File: src/source/mem_pkg.sv
`default_nettype none

package mem_pkg;

    // event memory geometry
    localparam int MEM_ADDR_W = 8;

    // arbiter requesters, links 0 to 3 take the low indices
    localparam int NUM_REQ = 6;
    localparam int REQ_HDR = 4;
    localparam int REQ_RD  = 5;

endpackage

`default_nettype wire

File: src/source/event_pkg.sv
`default_nettype none

package event_pkg;

    localparam int NUM_LINKS = 4;
    localparam int BEAT_W    = 32;
    localparam int WORD_W    = 64;
    localparam int LEN_W     = 8;
    localparam int EVNUM_W   = 16;

    // one word of the event memory
    // header view: word counts with link 0 lowest, lanes set for links that sent data
    // payload view: earlier beat in the low half
    typedef union packed {
        struct packed {
            logic [WORD_W-EVNUM_W-NUM_LINKS*(LEN_W+1)-1:0] spare;
            logic [NUM_LINKS-1:0][LEN_W-1:0]                len;
            logic [NUM_LINKS-1:0]                           lanes;
            logic [EVNUM_W-1:0]                             evnum;
        } hdr;
        struct packed {
            logic [BEAT_W-1:0] hi;
            logic [BEAT_W-1:0] lo;
        } payload;
    } event_word_u;

endpackage

`default_nettype wire
File: src/source/header_writer.sv
`timescale 1ns/10ps
`default_nettype none

module header_writer
    import event_pkg::*;
    import mem_pkg::*;
#(
    parameter int NUM_SLOTS  = 4,
    parameter int LINK_WORDS = 8
) (
    input  wire                             aclk,
    input  wire                             reset_i,
    input  wire                             event_open_i,
    input  wire [NUM_LINKS-1:0]             link_mask_i,
    input  wire [NUM_LINKS-1:0]             link_done_i,
    input  wire [NUM_LINKS-1:0][LEN_W-1:0]  link_len_i,
    input  wire                             slot_free_i,
    output logic                            mem_req_o,
    output logic [MEM_ADDR_W-1:0]           mem_addr_o,
    output logic [WORD_W-1:0]               mem_wdata_o,
    input  wire                             mem_grant_i,
    output logic                            event_ready_o
);

    localparam int SLOT_SIZE = 1 + NUM_LINKS * LINK_WORDS;
    localparam int SLOT_W    = (NUM_SLOTS > 1) ? $clog2(NUM_SLOTS) : 1;
    localparam int CRED_W    = $clog2(NUM_SLOTS + 1);

    // completions are kept per slot, a fast link may already be a slot ahead
    logic [NUM_SLOTS-1:0][NUM_LINKS-1:0]            done_q;
    logic [NUM_SLOTS-1:0][NUM_LINKS-1:0][LEN_W-1:0] len_q;
    logic [NUM_LINKS-1:0][SLOT_W-1:0]               lptr_q;
    logic [SLOT_W-1:0]                              slot_q;
    logic [CRED_W-1:0]                              credits_q;
    logic [EVNUM_W-1:0]                             evnum_q;
    logic                                           start;
    event_word_u                                    hword;

    // an all masked event needs the open window
    assign start = !mem_req_o && (credits_q != '0) && (&(done_q[slot_q] | link_mask_i))
                   && (event_open_i || (|done_q[slot_q]));

    always_comb begin
        hword.hdr.spare = '0;
        hword.hdr.evnum = evnum_q;
        hword.hdr.lanes = done_q[slot_q];
        for (int i = 0; i < NUM_LINKS; i++) begin
            hword.hdr.len[i] = done_q[slot_q][i] ? len_q[slot_q][i] : '0;
        end
    end

    always_ff @(posedge aclk) begin
        event_ready_o <= 1'b0;
        if (reset_i) begin
            done_q    <= '0;
            lptr_q    <= '0;
            slot_q    <= '0;
            credits_q <= CRED_W'(NUM_SLOTS);
            evnum_q   <= '0;
            mem_req_o <= 1'b0;
        end else begin
            credits_q <= credits_q + CRED_W'(slot_free_i) - CRED_W'(start);
            for (int i = 0; i < NUM_LINKS; i++) begin
                if (link_done_i[i]) begin
                    done_q[lptr_q[i]][i] <= 1'b1;
                    len_q[lptr_q[i]][i]  <= link_len_i[i];
                    lptr_q[i] <= (lptr_q[i] == SLOT_W'(NUM_SLOTS - 1)) ? '0 : lptr_q[i] + 1'b1;
                end
            end
            if (start) begin
                mem_req_o   <= 1'b1;
                mem_addr_o  <= MEM_ADDR_W'(int'(slot_q) * SLOT_SIZE);
                mem_wdata_o <= hword;
            end
            if (mem_req_o && mem_grant_i) begin
                mem_req_o     <= 1'b0;
                event_ready_o <= 1'b1;
                evnum_q       <= evnum_q + 1'b1;
                slot_q <= (slot_q == SLOT_W'(NUM_SLOTS - 1)) ? '0 : slot_q + 1'b1;
                for (int i = 0; i < NUM_LINKS; i++) begin
                    // masked links step past this slot as their accumulators do
                    if (!done_q[slot_q][i]) begin
                        lptr_q[i] <= (lptr_q[i] == SLOT_W'(NUM_SLOTS - 1)) ? '0
                                                                           : lptr_q[i] + 1'b1;
                    end
                    done_q[slot_q][i] <= 1'b0;
                end
            end
        end
    end

endmodule

`default_nettype wire

File: config.mk
export PLATFORM = sky130hd
export DESIGN_NAME = header_writer
export DESIGN_NICKNAME = d
export VERILOG_FILES = /design/src/source/mem_pkg.sv /design/src/source/event_pkg.sv /design/src/source/header_writer.sv
export SDC_FILE = /design/constraint.sdc
export NUM_CORES = 1
export LEC_CHECK = 0
export ABC_AREA = 1
export BUFFER_PORTS_ARGS = -buffer_cell sky130_fd_sc_hd__buf_2
export CORE_ASPECT_RATIO = 0.7
export CORE_MARGIN = 2
export CORE_UTILIZATION = 50
export DETAILED_ROUTE_END_ITERATION = 12
export GPL_ROUTABILITY_DRIVEN = 0
export GPL_TIMING_DRIVEN = 0
export PLACE_DENSITY = 0.7
export SYNTH_ARGS = -nofsm -noshare
export SYNTH_HDL_FRONTEND = slang
export SYNTH_SLANG_ARGS = --single-unit
File: constraint.sdc
create_clock -name aclk -period 11.25 [get_ports aclk]
set_input_delay 2.25 -clock aclk [delete_from_list [all_inputs] [get_ports aclk]]
set_output_delay 2.25 -clock aclk [all_outputs]
set_load 0.01 [all_outputs]
### After elaboration in Yosys (flattened, before gate mapping)

Cells that the tools add are included.

* add/sub/neg operators: 8
* multiply operators: 1
* order comparisons: 10
* equality and inequality tests: 5
* mux-type cells: 63
* bitwise logic cells: 14
* reductions and logical operators: 16

Operators with widths (count)
* two-way mux 128 bit: 7
* bitwise mux 128 bit: 4
* demux 32 bit (select 2 bit): 4
* two-way mux 16 bit: 10
* AND 16 bit: 4
* binary-select mux 32 bit (select 2 bit): 1
* demux 4 bit (select 2 bit): 8
* two-way mux 32 bit: 2
* inverter 16 bit: 4
* OR 16 bit: 4
* two-way mux 2 bit: 15
* two-way mux 24 bit: 1
* adder 16 x 1 -> 16 bit (second input constant): 1
* two-way mux 8 bit: 2
* less-than comparator 2 x 3 -> 1 bit (second input constant): 5
* two-way mux 4 bit: 3
* adder 2 x 1 -> 2 bit (second input constant): 5
* == test 2 bit (second input constant): 5
* >= comparator 2 x 1 -> 1 bit (second input constant): 5
* logical AND 1 bit: 9
* binary-select mux 4 bit (select 2 bit): 1
* multiplier 2 x 6 -> 8 bit (second input constant): 1
* two-way mux 3 bit: 2
* OR 4 bit: 1
* other kinds (11): 13

* flip-flop bits (word level): 235
* output and inout port bits: 74
* word-level logic and storage cells: 152

### Longest topological paths before layout

Gate-level depths: netlist of the first run.

* word-level depth: 21
* depth in mapped cells: 15

### Least setup slack after synthesis of the first run

No wires, ideal clock.

* path type: input to register
* from: input port reset_i
* to: register mem_addr_o[5], enable pin
* setup time: 0.466 ns
* data arrival time: 4.889 ns
* data required time: 10.784 ns
* path slack: 5.895 ns
* stages: 3
* cell sequence: clkbuf_2 clkbuf_1 nor2_1

* longest elaborated chain between the ends: 2

Ends and longest elaborated chain
* start: declaration: line header_writer.sv:12 `input wire reset_i,`
* inverter 1 bit (no source line)
* AND reduction 2 bit (no source line)
* end signal: assignment: line header_writer.sv:72 `mem_addr_o <= MEM_ADDR_W'(int'(slot_q) * SLOT_SIZE);`
* end: declaration: line header_writer.sv:19 `output logic [MEM_ADDR_W-1:0] mem_addr_o,`

No other way between the ends.
A chain may end at the register's enable or synchronous reset.

### Worst setup path after layout of the first run

* from: input port reset_i
* to: register mem_wdata_o[29], enable pin

* longest elaborated chain between the ends: 2

Ends and longest elaborated chain
* inverter 1 bit (no source line)
* AND reduction 2 bit (no source line)
* end signal: assignment: line header_writer.sv:73 `mem_wdata_o <= hword;`
* end: declaration: line header_writer.sv:20 `output logic [WORD_W-1:0] mem_wdata_o,`

No other way between the ends.

==> results of run 1 <==
-- through the flow --
stage                util  total power (W)
finish              0.594          0.00191
global route        0.594          0.00199
CTS                 0.594          0.00192
detailed placement  0.557          0.00121
global placement    0.555          0.00120
floorplan               -          0.00114
-- layout make-up --
class	count	area share
sequential	229	0.572
multi-input combinational	481	0.225
clock buffer	31	0.0567
timing repair buffer	101	0.0464
inverter	118	0.0398
buffer	48	0.0274
tap	242	0.0270
clock inverter	9	0.00614
-- kinds of logic (layout without fill, tap and decap cells) --
| logic type | count (synthesis) | in the layout |
|---|---|---|
| adders and majority gates | 23 | 23 |
| and+or+nand+nor | 285 | 285 |
| DFF | 229 | 229 |
| AOI/OAI and AO/OA | 154 | 154 |
| buffers and inverters | 166 | 307 |
| other | 1 | 16 |
| xor gates and xnor gates | 3 | 3 |
-- per-layer routing --
| layer | share of wire | up-vias | GRT usage |
|---|---|---|---|
| li1 | - | 3121 | - |
| met3 | 0.070 | 23 | 0.0406 |
| met2 | 0.44 | 214 | 0.315 |
| met5 | 0 | - | 0 |
| met4 | 0.013 | 0 | 0.0401 |
| met1 | 0.47 | 2997 | 0.297 |
-- sequential cells by signal (all words and copies together), names as in the netlist --
register and cells:
len_q 128, mem_wdata_o 52, done_q 16, evnum_q 16, lptr_q 8, credits_q 3, mem_addr_o 2, slot_q 2
event_ready_o 1, mem_req_o 1
-- path summary, 6_finish.rpt --
path	start	end	slack [ns]
max	reset_i	mem_wdata_o[29]	7.75
min	evnum_q[4]	mem_wdata_o[4]	0.47
max reg2reg	slot_q[0]	mem_wdata_o[29]	8.63
min reg2reg	evnum_q[4]	mem_wdata_o[4]	0.47
-- Yosys cell counts, types with 8 or more instances --
library cell,number,area share
sky130_fd_sc_hd__o21ai_1,11,0.0057
sky130_fd_sc_hd__o21bai_1,12,0.0094
sky130_fd_sc_hd__clkbuf_1,12,0.0047
sky130_fd_sc_hd__buf_2,8,0.0042
sky130_fd_sc_hd__o22ai_1,32,0.021
sky130_fd_sc_hd__inv_1,110,0.043
sky130_fd_sc_hd__ha_1,22,0.029
sky130_fd_sc_hd__dfxtp_1,47,0.098
sky130_fd_sc_hd__o21ai_0,75,0.039
sky130_fd_sc_hd__buf_4,20,0.016
sky130_fd_sc_hd__nor2_1,138,0.054
sky130_fd_sc_hd__a21oi_1,16,0.0083
sky130_fd_sc_hd__nand3_1,11,0.0057
sky130_fd_sc_hd__edfxtp_1,182,0.57
sky130_fd_sc_hd__nand2_1,105,0.041
-- worst register-to-register path, delay by kind of cell (launching register included) --
family	cells	cell delay, ns
and+or+nand+nor	7	1.18
buffers and inverters	3	0.65
DFF	1	0.47
-- report_power, final --
group | leakage [nW] | switching (W) | internal, W
clock | 0.346 | 0.000304 | 0.000416
combinational | 2.40 | 0.000137 | 0.0000703
sequential | 2.04 | 0.0000190 | 0.000964
total | 4.78 | 0.000460 | 0.00145
==> results.txt, run 1 <==
----------------------------------------------------
[Status]
  Run status ... finished clean

[Timing]
  Achievable frequency ... 0.286 GHz
  Setup slack of the critical path after layout ... roughly 7.8 ns
  Transition time at the pin with the least slew margin ... 0.888 ns
  Hold violation total from the final report ... 0
  Setup repair after global routing missed its margin ... false
  Relative slew slack ... 0.406
  Fin Clk Skew ... 0.0110 ns
  Finish-stage setup viols ... 0
  Slew Viols, Final ... 0
  Final-layout setup total negative slack ... 0 ns
  Final clock period utilization by the worst path ... 0.311
  Hold_ws ... 0.470 ns
  Shortest period the worst path allows ... 3.50 ns

[Layout]
  Commonest non-fill, non-tap cells in the layout ... sky130_fd_sc_hd__edfxtp_1 (182), sky130_fd_sc_hd__nor2_1 (137), sky130_fd_sc_hd__inv_1 (110), sky130_fd_sc_hd__buf_2 (108), sky130_fd_sc_hd__nand2_1 (105)
  Layout cell share with drive strength beyond 1 ... 0.205
  # nets final ... between 1000 and 1500
  Relative area change from synthesis to final layout ... 16.6%
  Sequential standard cell area ... 6410 um2
  Diodes inserted ... 0
  Non-filler cells, final ... around 1300
  Layout fillers ... 1576
  Most frequent standard cell in the layout excluding fill and tap cells ... sky130_fd_sc_hd__edfxtp_1
  Design area ... approximately 11000 um2
  Multi-input combinational cell area ... ~2500 um2

[Critical path]
  Maximum fanout along the worst path ... 34
  Sum of buffers and inverters on the critical path ... 3
  Category of the worst setup path launch point ... input port
  Slowest CP cell ... sky130_fd_sc_hd__nor2_4
  Start-to-end type of the worst setup path ... in2reg
  Crit-path cells ... clkbuf_2 -> clkbuf_1 -> nor2_4 -> buf_12
  Kind of cell adding the most delay to the critical path ... buffers and inverters
  Data required, critical path ... around 11 ns
  Capturing element type of the critical path ... register
  Depth of the worst register-to-register path ... 10
  Crit path depth ... 4
  Arrival time at the worst endpoint ... approximately 3.7 ns
  Delay of the slowest cell on the worst path ... roughly 0.65 ns

[Pwr]
  Reported leakage power ... 4.78 nW
  Peak supply drop ... 0.000103 V
  Areal power density over the cells ... 170 nW/um2

[Yosys]
  Register bit count reported by yosys ... 229
  Mean cell area of the mapped netlist ... 11.2 um2
  Share of synthesized area occupied by flip-flops and latches ... 0.666
  Adder-cell share of the synthesized area ... 0.0307
  Count of flip-flops with a built-in enable after synthesis ... 182
  Distinct cell type count of the synthesized netlist ... between 40 and 50
  Synth Cell Area ... a little under 10000 um2
  Gate count of the mapped netlist ... 861
  Most frequently used flop master after synthesis ... sky130_fd_sc_hd__edfxtp_1
  Dominant combinational cell family by area after synthesis ... simple AND/OR/NAND/NOR gates
  Async S/R FF share, synth ... 0
  YS warnings ... 0
  Mux share of post-synthesis cell area ... 0
  Synth Area in Simple Gates ... 0.131
  Share of the synthesized area in compound gates (AO/OA/AOI/OAI) ... 0.0904
  Area share of xor/xnor cells in the synthesized design ... 0.00273

[Place]
  Detail Placement HPWL ... 13500 um
  Number of cells in the design after placement ... 1219
  Worst setup slack after placement ... ~7 ns
  # port buffers ... 100
  Instance area after placement ... 10500 um2

[Routing]
  Violation count after the first detailed-routing iteration ... 483
  DRC ... 0
  Total Routed Length ... a little over 20000 um
  TritonRoute pass-1 iters ... 5
  Antenna viol nets, final ... 0
  Average wire per cell in the routed design ... 16.1 um
  Via count ... 6355
  Drt via density ... about 5

[Hold path]
  Number of stages on the worst hold path ... 0
  Class of the most critical hold timing path ... reg2reg

[Clock network]
  Buffer type at the clock tree root ... sky130_fd_sc_hd__clkbuf_16
  Post-CTS sizing ... 0
  Clk_lat worst skew ... between 0.5 and 0.6 ns
  TritonCTS clock tree ... yes
  Quantity of hold-fixing buffers added after cts ... 0
  CTS clk-pin slew, worst paths ... 0.06 ns
  TritonCTS sink count ... 229
  Post-CTS setup buffers ... 0
  Number of H-tree levels ... 1
  Number of CTS-inserted buffers ... 22
  Clk buf depth ... 3

[Global route]
  Antenna violations before repair ... 0
  Tot GR Track Use ... 0.202
  Total congestion overflow ... 0
  First-pass GRT wire length ... 31900 um
  Via count of the first global-routing pass ... just over 6000
  Pin count of the biggest net entering global routing ... 35

[Die]
  Die width ... 170 um
  Die footprint ... 20400 um2
  Die height ... 120 um
  I/O Pins ... 119
  Starting density of the core ... 0.510
  Core Rows ... 42
  Placeable core area ... around 19000 um2

[Run]
  Max capacitance violation total ... 0

----------------------------------------------------
(Power assumes the default switching activity.)
==> run 2, diff against run 1 <==
--- a/config.mk
+++ b/config.mk
@@ -13,7 +13,7 @@
 export DETAILED_ROUTE_END_ITERATION = 12
 export GPL_ROUTABILITY_DRIVEN = 0
 export GPL_TIMING_DRIVEN = 0
-export PLACE_DENSITY = 0.7
+export PLACE_DENSITY = 0.73
 export SYNTH_ARGS = -nofsm -noshare
 export SYNTH_HDL_FRONTEND = slang
 export SYNTH_SLANG_ARGS = --single-unit
==> constraint.sdc (replaced) <==
create_clock -name aclk -period 2.9 [get_ports aclk]
set_input_delay 0.58 -clock aclk [delete_from_list [all_inputs] [get_ports aclk]]
set_output_delay 0.58 -clock aclk [all_outputs]
set_load 0.01 [all_outputs]
==> run 2 against run 1 <==
- clock power rose to 4.3 times the previous value
- global-route usage increased by 0.22 points
- non-clock buffer count unchanged
- count of clock-buffer cells in the layout decreased by 1
- sequential power increased to 3.9 times the previous value
- sequential share of layout area shrank 0.48 points
- first-iteration DRC count up 18%
- core utilization rose by 0.50 points
==> results.txt, run 2 (same netlist as run 1, synthesis figures left out) <==
----------------------------------------------------
[Place]
  Number of cells in the design after placement ... 1219 (unchanged)
  Instance area after placement ... 10500 um2 (unchanged)
  # port buffers ... 100 (unchanged)
  Detail Placement HPWL ... 13600 um (+0.29%)

[Layout]
  # nets final ... 1070 (+0.094%)
  Layout cell share with drive strength beyond 1 ... 0.210 (+0.00569)
  Non-filler cells, final ... 1260 (+0.079%)
  Most frequent standard cell in the layout excluding fill and tap cells ... sky130_fd_sc_hd__edfxtp_1
  Post-layout utilization of the core ... 0.599 (+0.00504)
  Largest register FFs ... 128 (unchanged)
  Commonest non-fill, non-tap cells in the layout ... sky130_fd_sc_hd__edfxtp_1 (182), sky130_fd_sc_hd__nor2_1 (137), sky130_fd_sc_hd__inv_1 (110), sky130_fd_sc_hd__buf_2 (108), sky130_fd_sc_hd__nand2_1 (105)
  Diodes inserted ... 0 (unchanged)
  Relative area change from synthesis to final layout ... 17.5%
  Design area ... 11300 um2 (+0.85%)
  Layout fillers ... 1527 (-3.1%)

[Die]
  Starting density of the core ... 0.510 (unchanged)
  Die width ... 170 um (unchanged)
  Die height ... 120 um (unchanged)
  Placeable core area ... 18900 um2 (unchanged)
  I/O Pins ... 119 (unchanged)
  Die footprint ... 20400 um2 (unchanged)
  Core Rows ... 42 (unchanged)

[Critical path]
  Slowest CP cell ... sky130_fd_sc_hd__nor2_4
  Category of the worst setup path launch point ... register
  Capturing element type of the critical path ... register
  Start-to-end type of the worst setup path ... reg2reg
  Delay of the slowest cell on the worst path ... 0.54 ns (-0.11 ns)
  Kind of cell adding the most delay to the critical path ... simple AND/OR/NAND/NOR gates
  Arrival time at the worst endpoint ... 2.77 ns (-0.92 ns)
  Crit-path cells ... buf_6 -> nand2_1 -> nand3_4 -> nand2_4 -> inv_4 -> nor2_2 -> nand2_1 -> nand3_2 -> nor2_4 -> buf_12
  Sum of buffers and inverters on the critical path ... 3 (unchanged)
  Data required, critical path ... 3.10 ns (-8.34 ns)
  Maximum fanout along the worst path ... 34 (unchanged)
  Critical path's most frequent cell ... sky130_fd_sc_hd__nand2_1

[Global route]
  Tot GR Track Use ... 0.204 (+0.00223)
  Antenna violations before repair ... 0 (unchanged)
  First-pass GRT wire length ... 32200 um (+1.0%)
  Via count of the first global-routing pass ... 6200 (+1.9%)
  Total congestion overflow ... 0 (unchanged)
  Pin count of the biggest net entering global routing ... 35 (unchanged)

[Routing]
  Antenna viol nets, final ... 0 (unchanged)
  Drt via density ... 5.08 (+0.57%)
  TritonRoute pass-1 iters ... 4 (-1)
  DRC ... 0 (unchanged)
  Via count ... 6396 (+0.65%)
  Violation count after the first detailed-routing iteration ... 570 (+18%)
  Average wire per cell in the routed design ... 16.1 um (+0.56%)
  Total Routed Length ... 20300 um (+0.64%)

[Clock network]
  Buffer type at the clock tree root ... sky130_fd_sc_hd__clkbuf_16
  Post-CTS setup buffers ... 0 (unchanged)
  Post-CTS sizing ... 0 (unchanged)
  Clk buf depth ... 3 (unchanged)
  Clk_lat worst skew ... 0.50 ns (about the same)
  CTS clk-pin slew, worst paths ... 0.07 ns (about the same)
  Number of H-tree levels ... 1 (unchanged)
  TritonCTS clock tree ... yes
  Number of CTS-inserted buffers ... 23 (+4.5%)
  TritonCTS sink count ... 229 (unchanged)
  Quantity of hold-fixing buffers added after cts ... 0 (unchanged)

[Pwr]
  Total power draw ... 0.00772 W (+300%)
  Reported leakage power ... 4.82 nW (+0.93%)
  Peak supply drop ... 0.000371 V (+260%)
  Areal power density over the cells ... 683 nW/um2 (+300%)

[Run]
  Max capacitance violation total ... 0 (unchanged)

[Timing]
  Transition time at the pin with the least slew margin ... 0.878 ns (-0.0100 ns)
  Setup repair after global routing missed its margin ... false
  Slew Viols, Final ... 0 (unchanged)
  Shortest period the worst path allows ... 2.57 ns
  Hold violation total from the final report ... 0 (unchanged)
  Achievable frequency ... 0.389 GHz
  Relative slew slack ... 0.412 (+0.00671)
  Final clock period utilization by the worst path ... 0.887
  Fin Clk Skew ... 0.0127 ns (+0.00172 ns)
  Finish-stage setup viols ... 0 (unchanged)

[Hold path]
  Class of the most critical hold timing path ... in2reg

[Status]
  Run status ... finished clean

----------------------------------------------------
## run 2: cell types whose count changed in the layout (fill, tap and decap cells not counted), sizes merged
cell and change:
clkinv -1, bufinv +2, clkinvlp +1, clkbuf -1
## run 2: layer usage
metal / vias to the layer above / track usage / part of all wire
met5: - / 0 / 0
met4: 0 / 0.0369 / 0.014
met3: 27 / 0.0406 / 0.069
met2: 216 / 0.322 / 0.45
met1: 3020 / 0.299 / 0.47
li1: 3133 / - / -
## run 2: where the power goes
group	internal [W]	switching (W)
combinational	0.000273	0.000533
clock	0.00186	0.00123
sequential	0.00374	0.0000770
total	0.00587	0.00184
## run 2: final cells by class
class,count,area [um2],area share
plain buffers,48,307,0.0271
well taps,242,303,0.0268
clock buffers,30,653,0.0578
multi-input cells,481,2520,0.223
flip-flops and latches,229,6410,0.567
inverters,118,445,0.0394
repair buffers,101,520,0.0461
clock inverters,11,146,0.0130
## run 2: final timing paths
path / startpoint / end / slack (ns) / cells after the start
worst max-delay path: slot_q[0] / mem_wdata_o[28] / 0.33 / 10
worst min-delay path: link_len_i[5] / len_q[5] / 0.29 / 1
worst max register to register: slot_q[0] / mem_wdata_o[28] / 0.33 / 10
worst min register to register: evnum_q[13] / mem_wdata_o[13] / 0.46 / 0
## run 2: stage by stage
step	worst slack (ns)	setup TNS, ns	hold slack [ns]
floorplan	0.540	0	0.425
global placement	-0.110	-5.47	0.449
detailed placement	0.304	0	0.434
CTS	0.270	0	0.275
global route	0.100	0	0.286
finish	0.327	0	0.288
## run 2: worst register-to-register path, cell delays in order (launching register included)
cell and delay (ns):
sky130_fd_sc_hd__dfxtp_1 0.47, sky130_fd_sc_hd__buf_6 0.20, sky130_fd_sc_hd__nand2_1 0.10, sky130_fd_sc_hd__nand3_4 0.10, sky130_fd_sc_hd__nand2_4 0.08, sky130_fd_sc_hd__inv_4 0.16, sky130_fd_sc_hd__nor2_2 0.06, sky130_fd_sc_hd__nand2_1 0.10
sky130_fd_sc_hd__nand3_2 0.14, sky130_fd_sc_hd__nor2_4 0.54, sky130_fd_sc_hd__buf_12 0.29
==> run 3, diff against run 2 <==
--- a/config.mk
+++ b/config.mk
@@ -13,7 +13,7 @@
 export DETAILED_ROUTE_END_ITERATION = 12
 export GPL_ROUTABILITY_DRIVEN = 0
 export GPL_TIMING_DRIVEN = 0
-export PLACE_DENSITY = 0.73
+export PLACE_DENSITY = 0.7
 export SYNTH_ARGS = -nofsm -noshare
 export SYNTH_HDL_FRONTEND = slang
 export SYNTH_SLANG_ARGS = --single-unit
==> constraint.sdc (replaced) <==
create_clock -name aclk -period 2.4 [get_ports aclk]
set_input_delay 0.48 -clock aclk [delete_from_list [all_inputs] [get_ports aclk]]
set_output_delay 0.48 -clock aclk [all_outputs]
set_load 0.01 [all_outputs]
==> run 3 against run 2 <==
- routed wire length grew 2.8%
- die area unchanged
- via count rose by 0.95%
- clock power up 11%
- combinational power rose by 30%
- global-route usage up 0.070 points
- cell count increased by 1.0%
- fmax grew 11%
- non-clock buffer count up 12
==> results.txt, run 3 (same netlist as run 1, synthesis figures left out) <==
----------------------------------------------------
[Status]
  Run status ... finished clean

[Place]
  Worst setup slack after placement ... -0.257 ns (-0.561 ns)
  Detail Placement HPWL ... 13800 um (+1.4%)
  # port buffers ... 100 (unchanged)
  Instance area after placement ... 10500 um2 (unchanged)

[Clock network]
  Number of H-tree levels ... 1 (unchanged)
  TritonCTS sink count ... 229 (unchanged)
  Clk_lat worst skew ... 0.51 ns (about the same)
  Quantity of hold-fixing buffers added after cts ... 0 (unchanged)
  Clk buf depth ... 3 (unchanged)
  Buffer type at the clock tree root ... sky130_fd_sc_hd__clkbuf_16
  Number of CTS-inserted buffers ... 23 (unchanged)
  TritonCTS clock tree ... yes
  CTS clk-pin slew, worst paths ... 0.06 ns (about the same)

[Die]
  Die height ... 120 um (unchanged)
  Core Rows ... 42 (unchanged)
  Die footprint ... 20400 um2 (unchanged)
  Die width ... 170 um (unchanged)
  I/O Pins ... 119 (unchanged)
  Starting density of the core ... 0.510 (unchanged)
  Placeable core area ... 18900 um2 (unchanged)

[Timing]
  Setup slack of the critical path after layout ... 0.0884 ns (-0.238 ns)
  Shortest period the worst path allows ... 2.31 ns (-0.262 ns)
  Fin Clk Skew ... 0.0119 ns (-0.000760 ns)
  Slew Viols, Final ... 0 (unchanged)
  Relative slew slack ... 0.437 (+0.0248)
  Final clock period utilization by the worst path ... 0.963 (+0.0758)
  Finish-stage setup viols ... 0 (unchanged)
  Hold violation total from the final report ... 0 (unchanged)
  Achievable frequency ... 0.433 GHz (+11%)
  Transition time at the pin with the least slew margin ... 0.841 ns (-0.0371 ns)

[Routing]
  Drt via density ... 5.07 (about the same)
  Top sig layer ... met4
  Length of routed met2 wiring ... 9380 um (+2.8%)
  Met1 layer wirelength in the final routing ... 9570 um (+0.53%)
  Via count ... 6457 (+0.95%)
  Antenna viol nets, final ... 0 (unchanged)
  Routed length on met3 ... 1570 um (+11%)
  Violation count after the first detailed-routing iteration ... 658 (+15%)
  Average wire per cell in the routed design ... 16.4 um (+1.8%)
  DRC ... 0 (unchanged)
  Total Routed Length ... 20900 um (+2.8%)
  TritonRoute pass-1 iters ... 5 (+1)

[Layout]
  Largest register FFs ... 128 (unchanged)
  Most frequent standard cell in the layout excluding fill and tap cells ... sky130_fd_sc_hd__edfxtp_1
  Diodes inserted ... 0 (unchanged)
  Post-layout utilization of the core ... 0.604 (+0.00451)
  # nets final ... 1083 (+1.2%)
  Relative area change from synthesis to final layout ... 18.4%
  Layout cell share with drive strength beyond 1 ... 0.224 (+0.0138)
  Design area ... 11400 um2 (+0.75%)
  Commonest non-fill, non-tap cells in the layout ... sky130_fd_sc_hd__edfxtp_1 (182), sky130_fd_sc_hd__nor2_1 (136), sky130_fd_sc_hd__inv_1 (110), sky130_fd_sc_hd__buf_2 (108), sky130_fd_sc_hd__nand2_1 (104)

[Pwr]
  Peak supply drop ... 0.000415 V (+12%)
  Areal power density over the cells ... 801 nW/um2 (+17%)
  Reported leakage power ... 4.86 nW (+0.75%)

[Global route]
  Tot GR Track Use ... 0.205 (+0.000701)
  Pin count of the biggest net entering global routing ... 33 (-5.7%)
  Antenna violations before repair ... 0 (unchanged)
  Via count of the first global-routing pass ... 6016 (-3.0%)
  Total congestion overflow ... 0 (unchanged)
  First-pass GRT wire length ... 32000 um (-0.62%)

[Critical path]
  Data required, critical path ... 2.83 ns (-0.27 ns)
  Maximum fanout along the worst path ... 6 (-82%)
  Delay of the slowest cell on the worst path ... 0.36 ns (-0.18 ns)
  Capturing element type of the critical path ... register
  Critical path's most frequent cell ... sky130_fd_sc_hd__nand2_1
  Arrival time at the worst endpoint ... 2.74 ns (-0.03 ns)
  Crit-path cells ... buf_6 -> buf_4 -> nand3_1 -> nand2_2 -> nand2_1 -> nand2_1 -> nor2_4 -> nand3_4 -> nand2_1 -> nand2_1 -> ha_2 -> fa_2 -> or2_2 -> nand3_1
  Slowest CP cell ... sky130_fd_sc_hd__dfxtp_4
  Start-to-end type of the worst setup path ... reg2reg
  Category of the worst setup path launch point ... register

[Run]
  Max capacitance violation total ... 0 (unchanged)

[Hold path]
  Class of the most critical hold timing path ... in2reg

----------------------------------------------------
-- run 3: area by class of cell --
class | instances | area, um2
buffer | 48 | 314
clock buffer | 33 | 653
clock inverter | 8 | 70.1
fill | 1565 | 7480
inverter | 118 | 453
multi-input combinational | 482 | 2570
sequential | 229 | 6410
tap | 242 | 303
timing repair buffer | 113 | 611
-- run 3: worst paths after layout --
kind | startpoint | end | slack (ns) | cells after the start
min | link_len_i[2] | len_q[98] | 0.18 | 1
max reg2reg | slot_q[1] | credits_q[2] | 0.09 | 14
min reg2reg | evnum_q[4] | mem_wdata_o[4] | 0.46 | 0
max | slot_q[1] | credits_q[2] | 0.09 | 14
-- run 3: per-layer routing --
layer,global-route usage,vias to the layer above
li1,-,3161
met1,0.302,3049
met2,0.314,220
met3,0.0369,27
met4,0.0588,0
met5,0,-
-- run 3: what timing repair did --
item | in CTS | in global routing
gates resized for setup | 5 | 14
setup endpoints to repair | 56 | 45
pin swaps | 4 | 5
gates cloned | 1 | 0
setup buffers | 6 | 6
-- run 3: report_power, final --
group | internal, W | switching [W]
clock | 0.00200 | 0.00145
combinational | 0.000369 | 0.000682
sequential | 0.00452 | 0.0000942
total | 0.00689 | 0.00223
-- run 3: stage by stage --
stage	setup TNS [ns]	hold WS, ns	total power [W]	instances
5_1_grt	-0.0179	0.172	0.00949	1273
6_report	0	0.184	0.00911	1273
3_5_place_dp	-8.43	0.435	0.00567	1219
3_3_place_gp	-34.18	0.451	0.00563	1218
4_1_cts	0	0.166	0.00912	1267
2_1_floorplan	0	0.425	0.00533	876
-- run 3: critical path, delay by kind of cell (launching register included) --
family | cells | cell delay (ns)
adder cells (fa/ha/maj) | 2 | 0.53
AND/OR/NAND/NOR | 10 | 1.07
buffers and inverters | 2 | 0.28
flip-flops | 1 | 0.36
