### config.mk
export PLATFORM = sky130hd
export DESIGN_NAME = event_readout
export DESIGN_NICKNAME = d
export VERILOG_FILES = /design/src/source/mem_pkg.sv /design/src/source/event_pkg.sv /design/src/source/event_readout.sv
export SDC_FILE = /design/constraint.sdc
export NUM_CORES = 1
export LEC_CHECK = 0
export ABC_AREA = 1
export BUFFER_PORTS_ARGS = -buffer_cell sky130_fd_sc_hd__buf_2
export CAP_MARGIN = 20
export CORE_ASPECT_RATIO = 0.6
export CORE_UTILIZATION = 51
export DETAILED_ROUTE_END_ITERATION = 10
export PLACE_DENSITY = 0.82
export SETUP_SLACK_MARGIN = 0.4
export SYNTH_ARGS = -nofsm -noshare
export SYNTH_HDL_FRONTEND = slang
export SYNTH_SLANG_ARGS = --single-unit
### constraint.sdc
create_clock -name aclk -period 4.9 [get_ports aclk]
set_input_delay 0.245 -clock aclk [delete_from_list [all_inputs] [get_ports aclk]]
set_output_delay 0.245 -clock aclk [all_outputs]
set_load 0.01 [all_outputs]
### src/source/mem_pkg.sv
`default_nettype none

package mem_pkg;

    // event memory geometry
    localparam int MEM_ADDR_W = 8;

    // arbiter requesters, links 0 to 3 take the low indices
    localparam int NUM_REQ = 6;
    localparam int REQ_HDR = 4;
    localparam int REQ_RD  = 5;

endpackage

`default_nettype wire

### src/source/event_pkg.sv
`default_nettype none

package event_pkg;

    localparam int NUM_LINKS = 4;
    localparam int BEAT_W    = 32;
    localparam int WORD_W    = 64;
    localparam int LEN_W     = 8;
    localparam int EVNUM_W   = 16;

    // one word of the event memory
    // header view: word counts with link 0 lowest, lanes set for links that sent data
    // payload view: earlier beat in the low half
    typedef union packed {
        struct packed {
            logic [WORD_W-EVNUM_W-NUM_LINKS*(LEN_W+1)-1:0] spare;
            logic [NUM_LINKS-1:0][LEN_W-1:0]                len;
            logic [NUM_LINKS-1:0]                           lanes;
            logic [EVNUM_W-1:0]                             evnum;
        } hdr;
        struct packed {
            logic [BEAT_W-1:0] hi;
            logic [BEAT_W-1:0] lo;
        } payload;
    } event_word_u;

endpackage

`default_nettype wire
### src/source/event_readout.sv
`timescale 1ns/10ps
`default_nettype none

module event_readout
    import event_pkg::*;
    import mem_pkg::*;
#(
    parameter int NUM_SLOTS   = 4,
    parameter int LINK_WORDS  = 8,
    parameter int OUT_CREDITS = 4
) (
    input  wire                   aclk,
    input  wire                   reset_i,
    input  wire                   event_ready_i,
    output logic                  mem_req_o,
    output logic [MEM_ADDR_W-1:0] mem_addr_o,
    input  wire                   mem_grant_i,
    input  wire [WORD_W-1:0]      mem_rdata_i,
    output logic                  slot_free_o,
    input  wire                   out_credit_i,
    output logic                  out_valid_o,
    output logic                  out_last_o,
    output logic [WORD_W-1:0]     out_data_o
);

    localparam int SLOT_SIZE = 1 + NUM_LINKS * LINK_WORDS;
    localparam int SLOT_W    = (NUM_SLOTS > 1) ? $clog2(NUM_SLOTS) : 1;
    localparam int PEND_W    = $clog2(NUM_SLOTS + 1);
    localparam int OCW       = $clog2(OUT_CREDITS + 1);
    localparam int LINK_W    = $clog2(NUM_LINKS);

    localparam logic [1:0] S_IDLE = 2'd0;
    localparam logic [1:0] S_HDR  = 2'd1;
    localparam logic [1:0] S_WAIT = 2'd2;
    localparam logic [1:0] S_BODY = 2'd3;

    logic [1:0]                      state_q;
    logic [PEND_W-1:0]               pend_q;
    logic [OCW-1:0]                  cred_q;
    logic [SLOT_W-1:0]               slot_q;
    logic [NUM_LINKS-1:0][LEN_W-1:0] lens_q;
    logic [LINK_W-1:0]               link_q;
    logic [LEN_W-1:0]                word_q;
    logic                            rvalid_q;
    logic                            hdr_q;
    logic                            last_q;
    logic                            rest_zero;
    logic                            last_word;
    logic                            granted;
    logic                            finish;
    event_word_u                     rword;

    assign rword   = mem_rdata_i;
    assign granted = mem_req_o && mem_grant_i;

    // nothing left in the links after the current one
    always_comb begin
        rest_zero = 1'b1;
        for (int i = 0; i < NUM_LINKS; i++) begin
            if (i > int'(link_q) && lens_q[i] != '0) begin
                rest_zero = 1'b0;
            end
        end
    end

    assign last_word = (word_q + 1'b1 == lens_q[link_q]) && rest_zero;
    assign finish    = (state_q == S_WAIT && rvalid_q && rword.hdr.len == '0)
                       || (state_q == S_BODY && granted && last_word);

    // a read is issued only with a credit left over for it beyond the word in flight
    assign mem_req_o = (cred_q > OCW'(rvalid_q))
                       && (state_q == S_HDR
                           || (state_q == S_BODY && word_q != lens_q[link_q]));
    assign mem_addr_o = MEM_ADDR_W'(int'(slot_q) * SLOT_SIZE + ((state_q == S_HDR) ? 0
                        : 1 + int'(link_q) * LINK_WORDS + int'(word_q)));

    assign out_valid_o = rvalid_q;
    assign out_data_o  = mem_rdata_i;
    assign out_last_o  = rvalid_q && (hdr_q ? (rword.hdr.len == '0) : last_q);

    always_ff @(posedge aclk) begin
        slot_free_o <= 1'b0;
        rvalid_q    <= granted;
        hdr_q       <= state_q == S_HDR;
        last_q      <= state_q == S_BODY && last_word;
        if (reset_i) begin
            state_q  <= S_IDLE;
            pend_q   <= '0;
            cred_q   <= OCW'(OUT_CREDITS);
            slot_q   <= '0;
            rvalid_q <= 1'b0;
        end else begin
            pend_q <= pend_q + PEND_W'(event_ready_i) - PEND_W'(finish);
            cred_q <= cred_q + OCW'(out_credit_i) - OCW'(out_valid_o);
            case (state_q)
                S_IDLE: begin
                    if (pend_q != '0) begin
                        state_q <= S_HDR;
                    end
                end
                S_HDR: begin
                    if (granted) begin
                        state_q <= S_WAIT;
                    end
                end
                S_WAIT: begin
                    if (rvalid_q) begin
                        lens_q  <= rword.hdr.len;
                        link_q  <= '0;
                        word_q  <= '0;
                        state_q <= (rword.hdr.len == '0) ? S_IDLE : S_BODY;
                    end
                end
                default: begin
                    if (word_q == lens_q[link_q]) begin
                        link_q <= link_q + 1'b1;
                        word_q <= '0;
                    end else if (granted) begin
                        word_q <= word_q + 1'b1;
                        if (last_word) begin
                            state_q <= S_IDLE;
                        end
                    end
                end
            endcase
            if (finish) begin
                slot_free_o <= 1'b1;
                slot_q <= (slot_q == SLOT_W'(NUM_SLOTS - 1)) ? '0 : slot_q + 1'b1;
            end
        end
    end

endmodule

`default_nettype wire

# Word-level counts from Yosys, hierarchy flattened
# Cells that the tools add are included.
word_totals:
  regBits: 56
  elab_cells: 97
op_classes:
  n_reduce_logical: 30
  bitwise: 2
  magnitude_cmp: 5
  multipliers: 1
  n_addsub: 10
  muxes: 24
  eq_ne: 11
ops:
  columns: ["op", "n"]
  rows:
  - ["2-to-1 mux 8 bit", 5]
  - ["logical NOT 32 bit", 1]
  - ["nonzero test 8 bit", 3]
  - ["2-to-1 mux 2 bit", 10]
  - ["binary-select mux 8 bit (select 2 bit)", 1]
  - ["equality test 8 bit", 2]
  - ["case mux 8 bit (2 select lines)", 1]
  - ["logical AND 1 bit", 13]
  - ["adder 6 x 8 -> 8 bit", 1]
  - ["adder 8 x 1 -> 8 bit, second input constant", 1]
  - ["adder 8 bit", 1]
  - ["multiplier 2 x 6 -> 8 bit, second input constant", 1]
  - ["inequality test 8 bit", 1]
  - ["AND reduction 4 bit", 2]
  - ["nonzero test 4 bit", 2]
  - ["adder 1 x 5 -> 6 bit, first input constant", 1]
  - ["adder 3 x 1 -> 3 bit", 2]
  - ["equality test 2 bit, second input constant", 3]
  - ["inequality test 2 bit, second input constant", 3]
  - ["case mux 2 bit (3 select lines)", 1]
  - ["AND reduction 6 bit", 1]
  - ["nonzero test 3 bit", 2]
  - ["subtractor 3 x 1 -> 3 bit", 2]
  - ["2-to-1 mux 1 bit", 5]
  - ["other kinds (14)", 18]

# Logic depth before layout (Yosys ltp)
# Gate-level depths: netlist (run 1).
logic_depth:
  ltp_word: 11
  depth_mapped: 24

# Least setup slack after synthesis (run 1)
# OpenSTA, ideal clock, no wires.
synth_path:
  path_type: "register -> register"
  startpoint: "register state_q[0]"
  endpoint: "register lens_q[0] (netlist name), enable pin"
  t_required_ps: 4439
  t_arrival_ps: 2986
  n_path_buf: 0
  slack_ps: 1453
  synth_period_minus_slack_ps: 3447
  setup_ps: 461
  path_stages_with_launch: 5
  path_cell_list: "dfxtp_1 inv_1 ha_1 inv_1 nor3_1"
synth_between:
  elab_chain_cells: 2
synth_lines:
  columns: ["item", "line_no", "source"]
  rows:
  - ["start: declaration", "event_readout.sv:37", "logic [1:0] state_q;"]
  - ["start signal: assignment", "event_readout.sv:111", "state_q <= (rword.hdr.len == '0) ? S_IDLE : S_BODY;"]
  - ["equality test 2 bit", "event_readout.sv:95", "case (state_q)"]
  - ["AND reduction 3 bit (no line)", null, null]
  - ["end signal: assignment", "event_readout.sv:108", "lens_q <= rword.hdr.len;"]
  - ["end: declaration", "event_readout.sv:41", "logic [NUM_LINKS-1:0][LEN_W-1:0] lens_q;"]
# No other way between the ends.
# A chain may end at the register's enable or synchronous reset.

# Worst setup path after layout (run 1)
layout_path:
  startpoint: "register link_q[1]"
  endpoint: "output port mem_addr_o[7]"
layout_between:
  elab_chain_cells: 4
layout_lines:
  columns: ["item", "line_no", "source"]
  rows:
  - ["start: declaration", "event_readout.sv:42", "logic [LINK_W-1:0] link_q;"]
  - ["start signal: assignment", "event_readout.sv:116", "link_q <= link_q + 1'b1;"]
  - ["adder 1 x 5 -> 6 bit", "event_readout.sv:75", ": 1 + int'(link_q) * LINK_WORDS + int'(word_q)));"]
  - ["adder 6 x 8 -> 8 bit", "event_readout.sv:75", null]
  - ["2-to-1 mux 8 bit", "event_readout.sv:74", "assign mem_addr_o = MEM_ADDR_W'(int'(slot_q) * SLOT_SIZE + ((state_q == S_HDR) ? 0"]
  - ["adder 8 bit", "event_readout.sv:74", null]
  - ["end: declaration", "event_readout.sv:16", "output logic [MEM_ADDR_W-1:0] mem_addr_o,"]
# No other way between the ends.

==> results.md, run 1 <==
- Status: completed
- Post-CTS setup buffers: 0
- Largest net degree at the start of global routing: 33
- Biggest area consumer among synthesized cells: sky130_fd_sc_hd__edfxtp_1
- # hold bufs at CTS: 0
- Capture endpoint of the worst hold path: lens_q[0]
- H-tree Lvls: 2
- Yosys reg bits: 56
- IR Drop Worst-Case VDD: 246 uV
- Critical register-to-register path endpoint: pend_q[2]
- Post-detail-place hpwl: 7.06 mm
- TritonCTS clock tree: yes
- Sequential share of the synthesized area: 38.3%
- Largest cells by area after synthesis: sky130_fd_sc_hd__edfxtp_1, sky130_fd_sc_hd__buf_4, sky130_fd_sc_hd__nand2_1
- Clk_lat worst skew: 310 ps
- Number of violations of the max-capacitance limit: 0
- Die area: 8250 um2
- Global-route usage over all layers: 22.8%
- Layout filler cell count: 676
- Count of mapped cells out of synthesis: 477
- Share of the synthesized area in the top cell type: 31.4%
- Die span in x: 117 um
- Req. time, crit path: 4660 ps
- Max Clock Skew: 10.2 ps
- Antenna violations before repair: 0
- Setup slack of the worst register-to-register path: 1450 ps
- Total of endpoints with negative setup slack in the final report: 0
- Tmin final: 3480 ps
- Synth Flop Type: sky130_fd_sc_hd__edfxtp_1
- Crit path DAT: 3230 ps
- Count of yosys warnings during synthesis: 0
- Post-Route WL: 8.77 mm
- Detailed-router iteration count before antenna repair: 5
- Net count of the mapped netlist: 572
- Core ar.: 7450 um2
- Nature of the critical path startpoint: register
- Number of rows created at floorplan: 24
- Num Clock Sinks: 56
- Post-synthesis cell area: 4020 um2
- Combined area of the multi-input logic cells: 1740 um2
- Via count of the first global-routing pass: 2790
- Met1 Usage GRT: 34.3%
- # resized after CTS: 0
- I/O pin count: 145
- Hold_sp: mem_rdata_i[20]
- Final setup TNS: 0 ps
- CTS root buf: sky130_fd_sc_hd__clkbuf_16
- Buffers added on ports: 80
- Count of antenna diodes in the layout: 0
- First-pass GRT wire length: 14.1 mm
- Synthesized area per cell: 8.43 um2
- Fraction of layout instances using a drive strength above 1: 26.0%
- Starting density of the core: 54.0%
- Total DRC errors in the routed layout: 0
- Violation count after the first detailed-route iteration: 259
- Via count: 3120
- Number of enable-type register cells in the synthesized netlist: 42
- RePlAce Congestion: 0.981
- Layout net count: 590
- GRT met3 Usage: 9.00%
- Crit. End Element: output pin
- Peak fanout along the critical path: 13
- Fin. Hold Viols: 0
- Routed WL per cell: 14.6 um
- Tcrit/Tclk final: 71.0%
- Synth-to-layout area growth: 3.98%
- Final antenna-violating net count: 0
- Vias/cell: 5.20
- Max-slew violation total from the final report: 0
- R2R Path Start: link_q[0]
- P_leak: 1.95 nW
- Clock buffer count from CTS: 5
- Least-Margin Pin Slew: 899 ps
- Layer with the highest usage: met1
- Die Height: 70.8 um
- Logic depth of the worst register-to-register path: 22
- Seq. cell area: 1540 um2
- Classification of the worst setup path: reg -> out
- Count of distinct cell types in the synthesized netlist: 36
- Worst Hold Path Cells: 1
- Maximum root-to-sink buffer count: 2
- Global routing met2 resource utilization: 30.2%
- Post-layout power: 1.39 mW
- Setup repair after global routing missed its margin: false
- Worst min-delay path category: in -> reg
- Async set or reset register ratio after synthesis: 0%
- Total gr overflow: 0
- Worst-case headroom to the max-slew limit: 40.0%
- Power per standard cell area: 331 nW/um2
- Worst-path clk slew: 80 ps
- Highest attainable clock frequency: 287 MHz
==> cell usage after synthesis, types with 3 or more instances <==
library cell / count
sky130_fd_sc_hd__inv_1: 50
sky130_fd_sc_hd__o21ai_0: 6
sky130_fd_sc_hd__ha_1: 23
sky130_fd_sc_hd__xnor2_1: 6
sky130_fd_sc_hd__nor4_1: 8
sky130_fd_sc_hd__nand2_1: 82
sky130_fd_sc_hd__nand2_2: 18
sky130_fd_sc_hd__dfxtp_1: 14
sky130_fd_sc_hd__a21oi_1: 15
sky130_fd_sc_hd__fa_1: 3
sky130_fd_sc_hd__buf_4: 65
sky130_fd_sc_hd__nand4_1: 5
sky130_fd_sc_hd__nand3_2: 8
sky130_fd_sc_hd__nor3_1: 5
sky130_fd_sc_hd__nor2_2: 3
sky130_fd_sc_hd__nand3_1: 34
sky130_fd_sc_hd__xor2_1: 13
sky130_fd_sc_hd__nor2_1: 54
sky130_fd_sc_hd__edfxtp_1: 42
==> report_power, final <==
group / total [mW] / switching, mW / internal, mW
clock: 0.374 / 0.180 / 0.194
sequential: 0.582 / 0.0351 / 0.547
combinational: 0.429 / 0.264 / 0.165
total: 1.39 / 0.479 / 0.906
==> cell families after synthesis <==
logic type | synth area share (%)
compound gates | 3.89
xor+xnor | 4.14
fa+ha+maj | 8.65
buf+inv | 18.5
flops | 38.3
simple gates | 26.5
==> state kept, by name, summed over array words and instances (netlist names) <==
register     cells
word_q           8
pend_q           3
link_q           2
slot_free_o      1
lens_q          32
last_q           1
hdr_q            1
state_q          2
slot_q           2
cred_q           3
out_valid_o      1
==> worst max-delay path by stage <==
stage	startpoint	depth (start not counted)	endpoint	slack, ps
final	link_q[1]	12	mem_addr_o[7]	1420
after CTS	link_q[1]	12	mem_addr_o[7]	1420
after floorplan	state_q[0]	4	lens_q[0]	1450
after global routing	link_q[0]	22	pend_q[2]	1110
after detailed placement	link_q[0]	22	pend_q[2]	1540
after global placement	link_q[0]	22	pend_q[2]	1660
==> worst max-delay path: stages, from the launching register on <==
cell and delay, ps:
sky130_fd_sc_hd__edfxtp_1 740, sky130_fd_sc_hd__ha_1 390, sky130_fd_sc_hd__a21oi_1 210, sky130_fd_sc_hd__a21boi_0 290, sky130_fd_sc_hd__nor2_1 110, sky130_fd_sc_hd__inv_1 80
sky130_fd_sc_hd__nand2_1 50, sky130_fd_sc_hd__a21oi_1 120, sky130_fd_sc_hd__ha_1 160, sky130_fd_sc_hd__ha_1 240, sky130_fd_sc_hd__a31o_2 240, sky130_fd_sc_hd__xnor2_1 140
sky130_fd_sc_hd__buf_2 150
==> final cells by class <==
class,count,share of cell area [%]
Timing Repair Buffer,81,9.76
Clock buffer,5,2.99
Inverter,54,5.03
Clock inverter,3,0.599
Multi-Input combinational cell,297,41.6
Tap cell,104,3.11
Sequential cell,56,36.9
==> routing by layer <==
metal | part of all wire, % | vias up
met3 | 10 | 10
met5 | 0 | -
met1 | 49 | 1441
met4 | 0.74 | 0
met2 | 39 | 141
li1 | - | 1528
==> through the flow <==
step	cell area, um2	hold slack (ps)	util (%)	setup slack (ps)	std cells
floorplan	4020	344	-	1450	477
CTS	4180	135	56.1	1420	600
detailed placement	4030	452	54.1	1540	592
finish	4180	135	56.1	1420	600
global placement	4030	446	54.1	1660	592
global route	4180	133	56.1	1110	600
==> cell usage in the layout (no fill, tap or decap), drive strengths merged, types with 2 or more instances in the layout <==
master  Yosys  final
nand3      43     43
fa          3      3
a21oi      16     16
xnor2       6      6
nand2     100    100
a21boi      2      2
xor2       13     13
inv        54     56
ha         23     23
nor2       57     57
o21ai       8      8
nor4        8      8
nand4       5      5
nor3        5      5
edfxtp     42     42
clkbuf      2      5
buf        68     81
or2         3      3
dfxtp      14     14
Power figures use the tool's default switching activity.
==> run 2: changes to the inputs <==
--- a/config.mk
+++ b/config.mk
@@ -5,13 +5,13 @@
 export SDC_FILE = /design/constraint.sdc
 export NUM_CORES = 1
 export LEC_CHECK = 0
-export ABC_AREA = 1
+export ABC_AREA = 0
 export BUFFER_PORTS_ARGS = -buffer_cell sky130_fd_sc_hd__buf_2
 export CAP_MARGIN = 20
 export CORE_ASPECT_RATIO = 0.6
-export CORE_UTILIZATION = 51
+export CORE_UTILIZATION = 45
 export DETAILED_ROUTE_END_ITERATION = 10
-export PLACE_DENSITY = 0.82
+export PLACE_DENSITY = 0.77
 export SETUP_SLACK_MARGIN = 0.4
 export SYNTH_ARGS = -nofsm -noshare
 export SYNTH_HDL_FRONTEND = slang
==> constraint.sdc (replaced) <==
create_clock -name aclk -period 3.1 [get_ports aclk]
set_input_delay 0.155 -clock aclk [delete_from_list [all_inputs] [get_ports aclk]]
set_output_delay 0.155 -clock aclk [all_outputs]
set_load 0.01 [all_outputs]
==> results.md, run 2 <==
- Largest net degree at the start of global routing: 33 (unchanged)
- Biggest area consumer among synthesized cells: sky130_fd_sc_hd__edfxtp_1
- Crit path DAT: 3560 ps (+330 ps)
- Tmin final: 3380 ps
- IR Drop Worst-Case VDD: 258 uV (+4.9%)
- I/O pin count: 145 (unchanged)
- Sequence of cells on the critical path: buf_6 > buf_12 > mux4_2 > o21a_1 > o21a_1 > o211ai_2 > nor4_2 > nor2_1 > inv_1 > ha_4 > inv_2 > ha_4 > fa_2 > xnor2_2 > xnor2_1 > nor2_1
- Sequential share of the synthesized area: 41.0% (+2.7 points)
- Maximum root-to-sink buffer count: 2 (unchanged)
- Violated checks: setup timing
- Number of placed instances with taps included: 488 (-18%)
- Vias/cell: 5.60 (+7.7%)
- # hold bufs at CTS: 0 (unchanged)
- Least-Margin Pin Slew: 598 ps (-302 ps)
- Share of the synthesized area in the top cell type: 33.5% (+2.2 points)
- Max FFs per register: 32 (unchanged)
- Die Height: 72.8 um (+2.9%)
- Synth Flop Type: sky130_fd_sc_hd__edfxtp_1
- Post-Route WL: 9.54 mm (+8.7%)
- Worst-case headroom to the max-slew limit: 59.9% (+20 points)
- Hold slack final: 61.4 ps (-73.6 ps)
- Classification of the worst setup path: reg -> reg
- Fin. Hold Viols: 0 (unchanged)
- Post-Layout Cell Count: 517 (-14%)
- Most common cell in the netlist: sky130_fd_sc_hd__buf_4
- Highest-count cells in the layout ignoring fill and taps: sky130_fd_sc_hd__buf_2, sky130_fd_sc_hd__edfxtp_1, sky130_fd_sc_hd__buf_4, sky130_fd_sc_hd__nor2_1
- Req. time, crit path: 3280 ps (-1380 ps)
- Starting density of the core: 47.1% (-6.8 points)
- Die area: 8740 um2 (+5.9%)
- Core ar.: 7980 um2 (+7.1%)
- Via count: 2896 (-7.2%)
- Crit. End Element: register
- Async set or reset register ratio after synthesis: 0% (unchanged)
- Number of rows created at floorplan: 25 (+4.2%)
- RePlAce Congestion: 0.889 (-9.3%)
- Routed WL per cell: 18.5 um (+26%)
- Most common cell after layout, fill and taps aside: sky130_fd_sc_hd__buf_2
- Violation count after the first detailed-route iteration: 182 (-30%)
- Synth-to-layout area growth: 22.5%
- Worst Slack Setup Final: -283 ps (-1700 ps)
- Layout net count: 503 (-15%)
- Buffers added on ports: 80 (unchanged)
- Number of violations of the max-capacitance limit: 0 (unchanged)
- Largest cells by area after synthesis: sky130_fd_sc_hd__edfxtp_1, sky130_fd_sc_hd__buf_4, sky130_fd_sc_hd__ha_1
- Final setup TNS: -1500 ps (-1500 ps)
- Final antenna-violating net count: 0 (unchanged)
- Setup repair after global routing missed its margin: true
- Count of yosys warnings during synthesis: 0 (unchanged)
- Max Clock Skew: 8.29 ps (-1.91 ps)
- Largest registers: lens_q: 32 flops, word_q: 8 flops
- Setup slack of the worst register-to-register path: -280 ps (-1730 ps)
- Die span in x: 120 um (+2.9%)
- Clk_lat worst skew: 290 ps (-20 ps)
- First-pass GRT wire length: 13.8 mm (-2.3%)
- Critical register-to-register path endpoint: pend_q[2]
- R2R Path Start: link_q[0]
- Total gr overflow: 0 (unchanged)
- Worst min-delay path category: in -> reg
- Peak fanout along the critical path: 6 (-7)
- Number of enable-type register cells in the synthesized netlist: 42 (unchanged)
- Worst-path clk slew: 70 ps (about the same)
- Highest attainable clock frequency: 296 MHz
- Tcrit/Tclk final: 109%
- Count of distinct cell types in the synthesized netlist: 50 (+39%)
- Final cell area excluding filler cells: 4610 um2 (+10%)
- Logic depth of the worst register-to-register path: 16 (-27%)
- Total DRC errors in the routed layout: 0 (unchanged)
- Synthesized area per cell: 10.8 um2 (+28%)
- Fraction of layout instances using a drive strength above 1: 44.7% (+19 points)
- List of most frequent post-synthesis cells: sky130_fd_sc_hd__buf_4, sky130_fd_sc_hd__edfxtp_1, sky130_fd_sc_hd__nor2_1, sky130_fd_sc_hd__ha_1
- Post-detail-place hpwl: 6.54 mm (-7.4%)
- Count of mapped cells out of synthesis: 349 (-27%)
- Layout filler cell count: 645 (-4.6%)
- Capture endpoint of the worst hold path: lens_q[6]
- TritonCTS clock tree: yes
- Placed Instance Area: 3970 um2 (-1.5%)
- Via count of the first global-routing pass: 2727 (-2.3%)
- P_leak: 1.83 nW (-6.0%)
- Yosys reg bits: 56 (unchanged)
- Largest Register: lens_q
- CTS root buf: sky130_fd_sc_hd__clkbuf_16
- Slowest stage delay, CP: 490 ps (-250 ps)
- Library cell contributing the largest single delay on the critical path: sky130_fd_sc_hd__mux4_2
- Worst Hold Path Cells: 1 (unchanged)
- Hold_sp: mem_rdata_i[26]
- Net count of the mapped netlist: 444 (-22%)
- H-tree Lvls: 2 (unchanged)
- Total of endpoints with negative setup slack in the final report: 8 (+8)
- Nature of the critical path startpoint: register
- Global-route usage over all layers: 20.6% (-2.2 points)
- Num Clock Sinks: 56 (unchanged)
- Max-slew violation total from the final report: 0 (unchanged)
- Antenna violations before repair: 0 (unchanged)
- Post-synthesis cell area: 3760 um2 (-6.5%)
- Detailed-router iteration count before antenna repair: 5 (unchanged)
- Clock buffer count from CTS: 5 (unchanged)
- Status: finished, violations left
- Power per standard cell area: 471 nW/um2 (+42%)
- Count of antenna diodes in the layout: 0 (unchanged)
-- run 2: cell count changes in the layout (fill, tap and decap cells not counted), sizes merged, moves of 7 or more --
cell   previous run  this run
nand2           100         6
buf              81       125
inv              56        19
nand3            43         8
nor2             57        31
xnor2             6        18
nor2b             0        10
nor4              8        18
mux4              0         8
a21oi            16         9
-- run 2: critical path: cells and delay by family (launching register included) --
| kind | cells | cell delay [ps] |
|---|---|---|
| AOI/OAI and AO/OA | 3 | 600 |
| muxes | 1 | 490 |
| and+or+nand+nor | 3 | 300 |
| buffers and inverters | 4 | 420 |
| adders and majority gates | 3 | 760 |
| DFF | 1 | 410 |
| xor gates and xnor gates | 2 | 280 |
-- run 2: final cells by class --
| type | count | area [um2] | area share (%) |
|---|---|---|---|
| Clock buffer | 5 | 125 | 2.72 |
| Clock inverter | 3 | 27.5 | 0.598 |
| Inverter | 18 | 67.6 | 1.47 |
| Multi-Input combinational cell | 202 | 1900 | 41.2 |
| Sequential cell | 56 | 1540 | 33.5 |
| Tap cell | 108 | 135 | 2.93 |
| Timing Repair Buffer | 125 | 812 | 17.6 |
-- run 2: cell families (layout without fill, tap and decap cells) --
family	count (synthesis)	in the layout	synth area share (%)
adder cells (fa/ha/maj)	26	26	9.25
buffers and inverters	91	151	15.8
XOR/XNOR	29	29	7.12
multiplexers	13	13	6.42
AND/OR/NAND/NOR	97	97	13.7
flip-flops	56	56	41.0
AO/OA/AOI/OAI	37	37	6.72
-- run 2: layer usage --
metal  wire length (um)  global-route usage (%)  vias up
met5                  0                       0        -
met4                 73                    4.17        0
met3                860                    6.48       15
met2               4430                    31.7      178
met1               4180                    28.7     1402
li1                   -                       -     1301
-- run 2: through the flow --
stage / setup slack [ps] / power, mW / util, %
finish: -283 / 2.17 / 57.8
global placement: -138 / 1.47 / 49.8
detailed placement: -300 / 1.49 / 49.8
floorplan: -41.0 / 1.35 / -
global route: -447 / 2.28 / 57.8
CTS: -202 / 2.11 / 54.5
-- run 2: how the worst max path moves through the flow --
| stage | depth (start not counted) | slack, ps | endpoint | from |
|---|---|---|---|---|
| finish | 16 | -280 | pend_q[2] | link_q[0] |
| global route | 16 | -450 | link_q[1] | link_q[0] |
| CTS | 15 | -200 | pend_q[2] | link_q[0] |
| detailed placement | 15 | -300 | pend_q[2] | link_q[0] |
| global placement | 15 | -140 | pend_q[2] | link_q[0] |
| floorplan | 15 | -40 | pend_q[2] | link_q[0] |
-- run 2: power breakdown --
group | switching (mW) | total [mW] | internal (mW)
registers | 0.0404 | 0.897 | 0.856
clock network | 0.271 | 0.578 | 0.307
logic | 0.383 | 0.696 | 0.313
total | 0.694 | 2.17 | 1.48
-- run 2: repair_timing --
item                       CTS  global route
gates resized for setup     24            33
setup endpoints to repair   10            24
buffers inserted             8            12
pin swaps                   12            19
cloned                       1             0
==> run 3: changes to the inputs <==
--- a/config.mk
+++ b/config.mk
@@ -8,10 +8,13 @@
 export ABC_AREA = 0
 export BUFFER_PORTS_ARGS = -buffer_cell sky130_fd_sc_hd__buf_2
 export CAP_MARGIN = 20
+export CELL_PAD_IN_SITES_DETAIL_PLACEMENT = 1
+export CELL_PAD_IN_SITES_GLOBAL_PLACEMENT = 1
 export CORE_ASPECT_RATIO = 0.6
-export CORE_UTILIZATION = 45
+export CORE_MARGIN = 5
+export CORE_UTILIZATION = 34
 export DETAILED_ROUTE_END_ITERATION = 10
-export PLACE_DENSITY = 0.77
+export PLACE_DENSITY_LB_ADDON = 0.1
 export SETUP_SLACK_MARGIN = 0.4
 export SYNTH_ARGS = -nofsm -noshare
 export SYNTH_HDL_FRONTEND = slang
==> results.md, run 3 (same netlist as run 2, synthesis figures left out) <==
- Req. time, crit path: 3280 ps (about the same)
- Least-Margin Pin Slew: 700 ps (+102 ps)
- Highest attainable clock frequency: 301 MHz (+1.9%)
- Largest registers: lens_q: 32 flops, word_q: 8 flops
- Maximum root-to-sink buffer count: 2 (unchanged)
- Tmin final: 3320 ps (-64.1 ps)
- Worst-path clk slew: 80 ps (about the same)
- Num Clock Sinks: 56 (unchanged)
- Count of antenna diodes in the layout: 0 (unchanged)
- Die span in x: 146 um (+21%)
- Crit path DAT: 3500 ps (-60 ps)
- Number of violations of the max-capacitance limit: 0 (unchanged)
- Total DRC errors in the routed layout: 0 (unchanged)
- Most common cell after layout, fill and taps aside: sky130_fd_sc_hd__buf_2
- Largest net degree at the start of global routing: 33 (unchanged)
- Worst Slack Setup Final: -219 ps (+64.1 ps)
- Classification of the worst setup path: reg -> reg
- Setup repair after global routing missed its margin: true
- Number of rows created at floorplan: 29 (+16%)
- Worst min-delay path category: in -> reg
- Clock buffer count from CTS: 5 (unchanged)
- Final antenna-violating net count: 0 (unchanged)
- Largest Register: lens_q
- First-pass GRT wire length: 16.5 mm (+20%)
- Core ar.: 10700 um2 (+34%)
- Routed WL per cell: 18.9 um (+2.4%)
- Global-route usage over all layers: 15.7% (-4.9 points)
- Layout filler cell count: 1190 (+84%)
- Buffers added on ports: 80 (unchanged)
- I/O pin count: 145 (unchanged)
- Share of the core filled with cells: 43.9% (-14 points)
- Hold slack final: 53.7 ps (-7.61 ps)
- Post-layout power: 2.22 mW (+2.3%)
- H-tree Lvls: 2 (unchanged)
- IR Drop Worst-Case VDD: 226 uV (-13%)
- Via count: 2790 (-3.7%)
- CTS root buf: sky130_fd_sc_hd__clkbuf_16
- Final cell area excluding filler cells: 4700 um2 (+2.0%)
- P_leak: 1.90 nW (+3.5%)
- Fin. Hold Viols: 0 (unchanged)
- Crit. End Element: register
- Highest-count cells in the layout ignoring fill and taps: sky130_fd_sc_hd__buf_2, sky130_fd_sc_hd__buf_4, sky130_fd_sc_hd__edfxtp_1, sky130_fd_sc_hd__nor2_1
- Post-Route WL: 10.6 mm (+11%)
- Starting density of the core: 35.1% (-12 points)
- RePlAce Congestion: 0.797 (-10%)
- Via count of the first global-routing pass: 2932 (+7.5%)
- Die area: 13300 um2 (+53%)
- Detailed-router iteration count before antenna repair: 4 (-1)
- Placed Instance Area: 4090 um2 (+3.1%)
- Violation count after the first detailed-route iteration: 135 (-26%)
- Vias/cell: 4.99 (-11%)
- Setup slack of the worst register-to-register path: -220 ps (+60 ps)
- Nature of the critical path startpoint: register
- Status: finished, violations left
- Max FFs per register: 32 (unchanged)
- Peak fanout along the critical path: 6 (unchanged)
- # hold bufs at CTS: 0 (unchanged)
- Max-slew violation total from the final report: 0 (unchanged)
- Post-detail-place hpwl: 8.25 mm (+26%)
- Die Height: 91.5 um (+26%)
- Total gr overflow: 0 (unchanged)
- Clk_lat worst skew: 300 ps (about the same)
- Fraction of layout instances using a drive strength above 1: 47.1% (+2.4 points)
- Max Clock Skew: 5.98 ps (-2.31 ps)
- Antenna violations before repair: 0 (unchanged)
- Total of endpoints with negative setup slack in the final report: 3 (-5)
- Violated checks: setup timing
- Power per standard cell area: 472 nW/um2 (+0.27%)
- Worst-case headroom to the max-slew limit: 53.1% (-6.8 points)
- TritonCTS clock tree: yes
- Tcrit/Tclk final: 107% (-2.1 points)
- Synth-to-layout area growth: 25.0%
- Layout net count: 514 (+2.2%)
[run 3: changes by cell type in the layout (fill, tap and decap cells not counted), moves of 2 or more]
cell	change
sky130_fd_sc_hd__buf_4	+17
sky130_fd_sc_hd__buf_6	-4
sky130_fd_sc_hd__inv_6	+2
sky130_fd_sc_hd__mux2i_1	+2
sky130_fd_sc_hd__mux2i_2	-2
sky130_fd_sc_hd__nor2_2	-2
sky130_fd_sc_hd__nor4_2	+2
sky130_fd_sc_hd__xnor2_1	-3
sky130_fd_sc_hd__xnor2_2	+3
[run 3: power breakdown]
group / switching [mW] / total (mW) / internal (mW)
Sequential: 0.0405 / 0.897 / 0.856
Clock: 0.289 / 0.595 / 0.307
Combinational: 0.401 / 0.728 / 0.327
Total: 0.730 / 2.22 / 1.49
[run 3: area by class of cell]
type	count	area, um2	area share (%)
Sequential cell	56	1540	32.8
Clock buffer	5	125	2.66
Clock inverter	3	25.0	0.533
Multi-Input combinational cell	202	1920	40.8
Tap cell	139	174	3.70
Timing Repair Buffer	136	847	18.0
Inverter	18	67.6	1.44
[run 3: layer usage]
layer,vias to the layer above,part of all wire (%),global-route usage [%]
met4,0,1.2,3.71
met2,73,40,21.3
met1,1377,54,24.8
met3,17,4.3,3.48
met5,-,0,0
li1,1323,-,-
[run 3: critical path, stage by stage (launching register included)]
cell and delay, ps:
sky130_fd_sc_hd__edfxtp_1 390, sky130_fd_sc_hd__buf_6 150, sky130_fd_sc_hd__mux4_2 590, sky130_fd_sc_hd__o21a_1 180, sky130_fd_sc_hd__o21a_1 230, sky130_fd_sc_hd__o211ai_2 210
sky130_fd_sc_hd__nor4_2 80, sky130_fd_sc_hd__nor2_1 140, sky130_fd_sc_hd__inv_1 90, sky130_fd_sc_hd__ha_4 270, sky130_fd_sc_hd__inv_2 40, sky130_fd_sc_hd__ha_4 140
sky130_fd_sc_hd__fa_2 340, sky130_fd_sc_hd__xnor2_2 140, sky130_fd_sc_hd__xnor2_1 150, sky130_fd_sc_hd__nor2_1 50
[run 3: per-stage QoR]
step | instances | setup WS (ps) | setup TNS [ps]
floorplan | 349 | -41.0 | -41.0
global placement | 532 | -236 | -377
detailed placement | 532 | -324 | -577
CTS | 546 | -243 | -625
global route | 559 | -403 | -875
finish | 559 | -219 | -376
[run 3: path summary, 6_finish.rpt]
path                                 startpoint  cells after the start    endpoint
worst max-delay path                  link_q[0]                     15   pend_q[2]
worst min-delay path            mem_rdata_i[35]                      1  lens_q[15]
worst max register to register        link_q[0]                     15   pend_q[2]
worst min register to register       state_q[0]                      2  state_q[0]
[run 3: what timing repair did]
action | in CTS | in global routing
pin swaps | 7 | 22
setup buffers | 6 | 13
cloned | 0 | 0
gates resized for setup | 16 | 38
endpoints found under the setup margin | 9 | 15
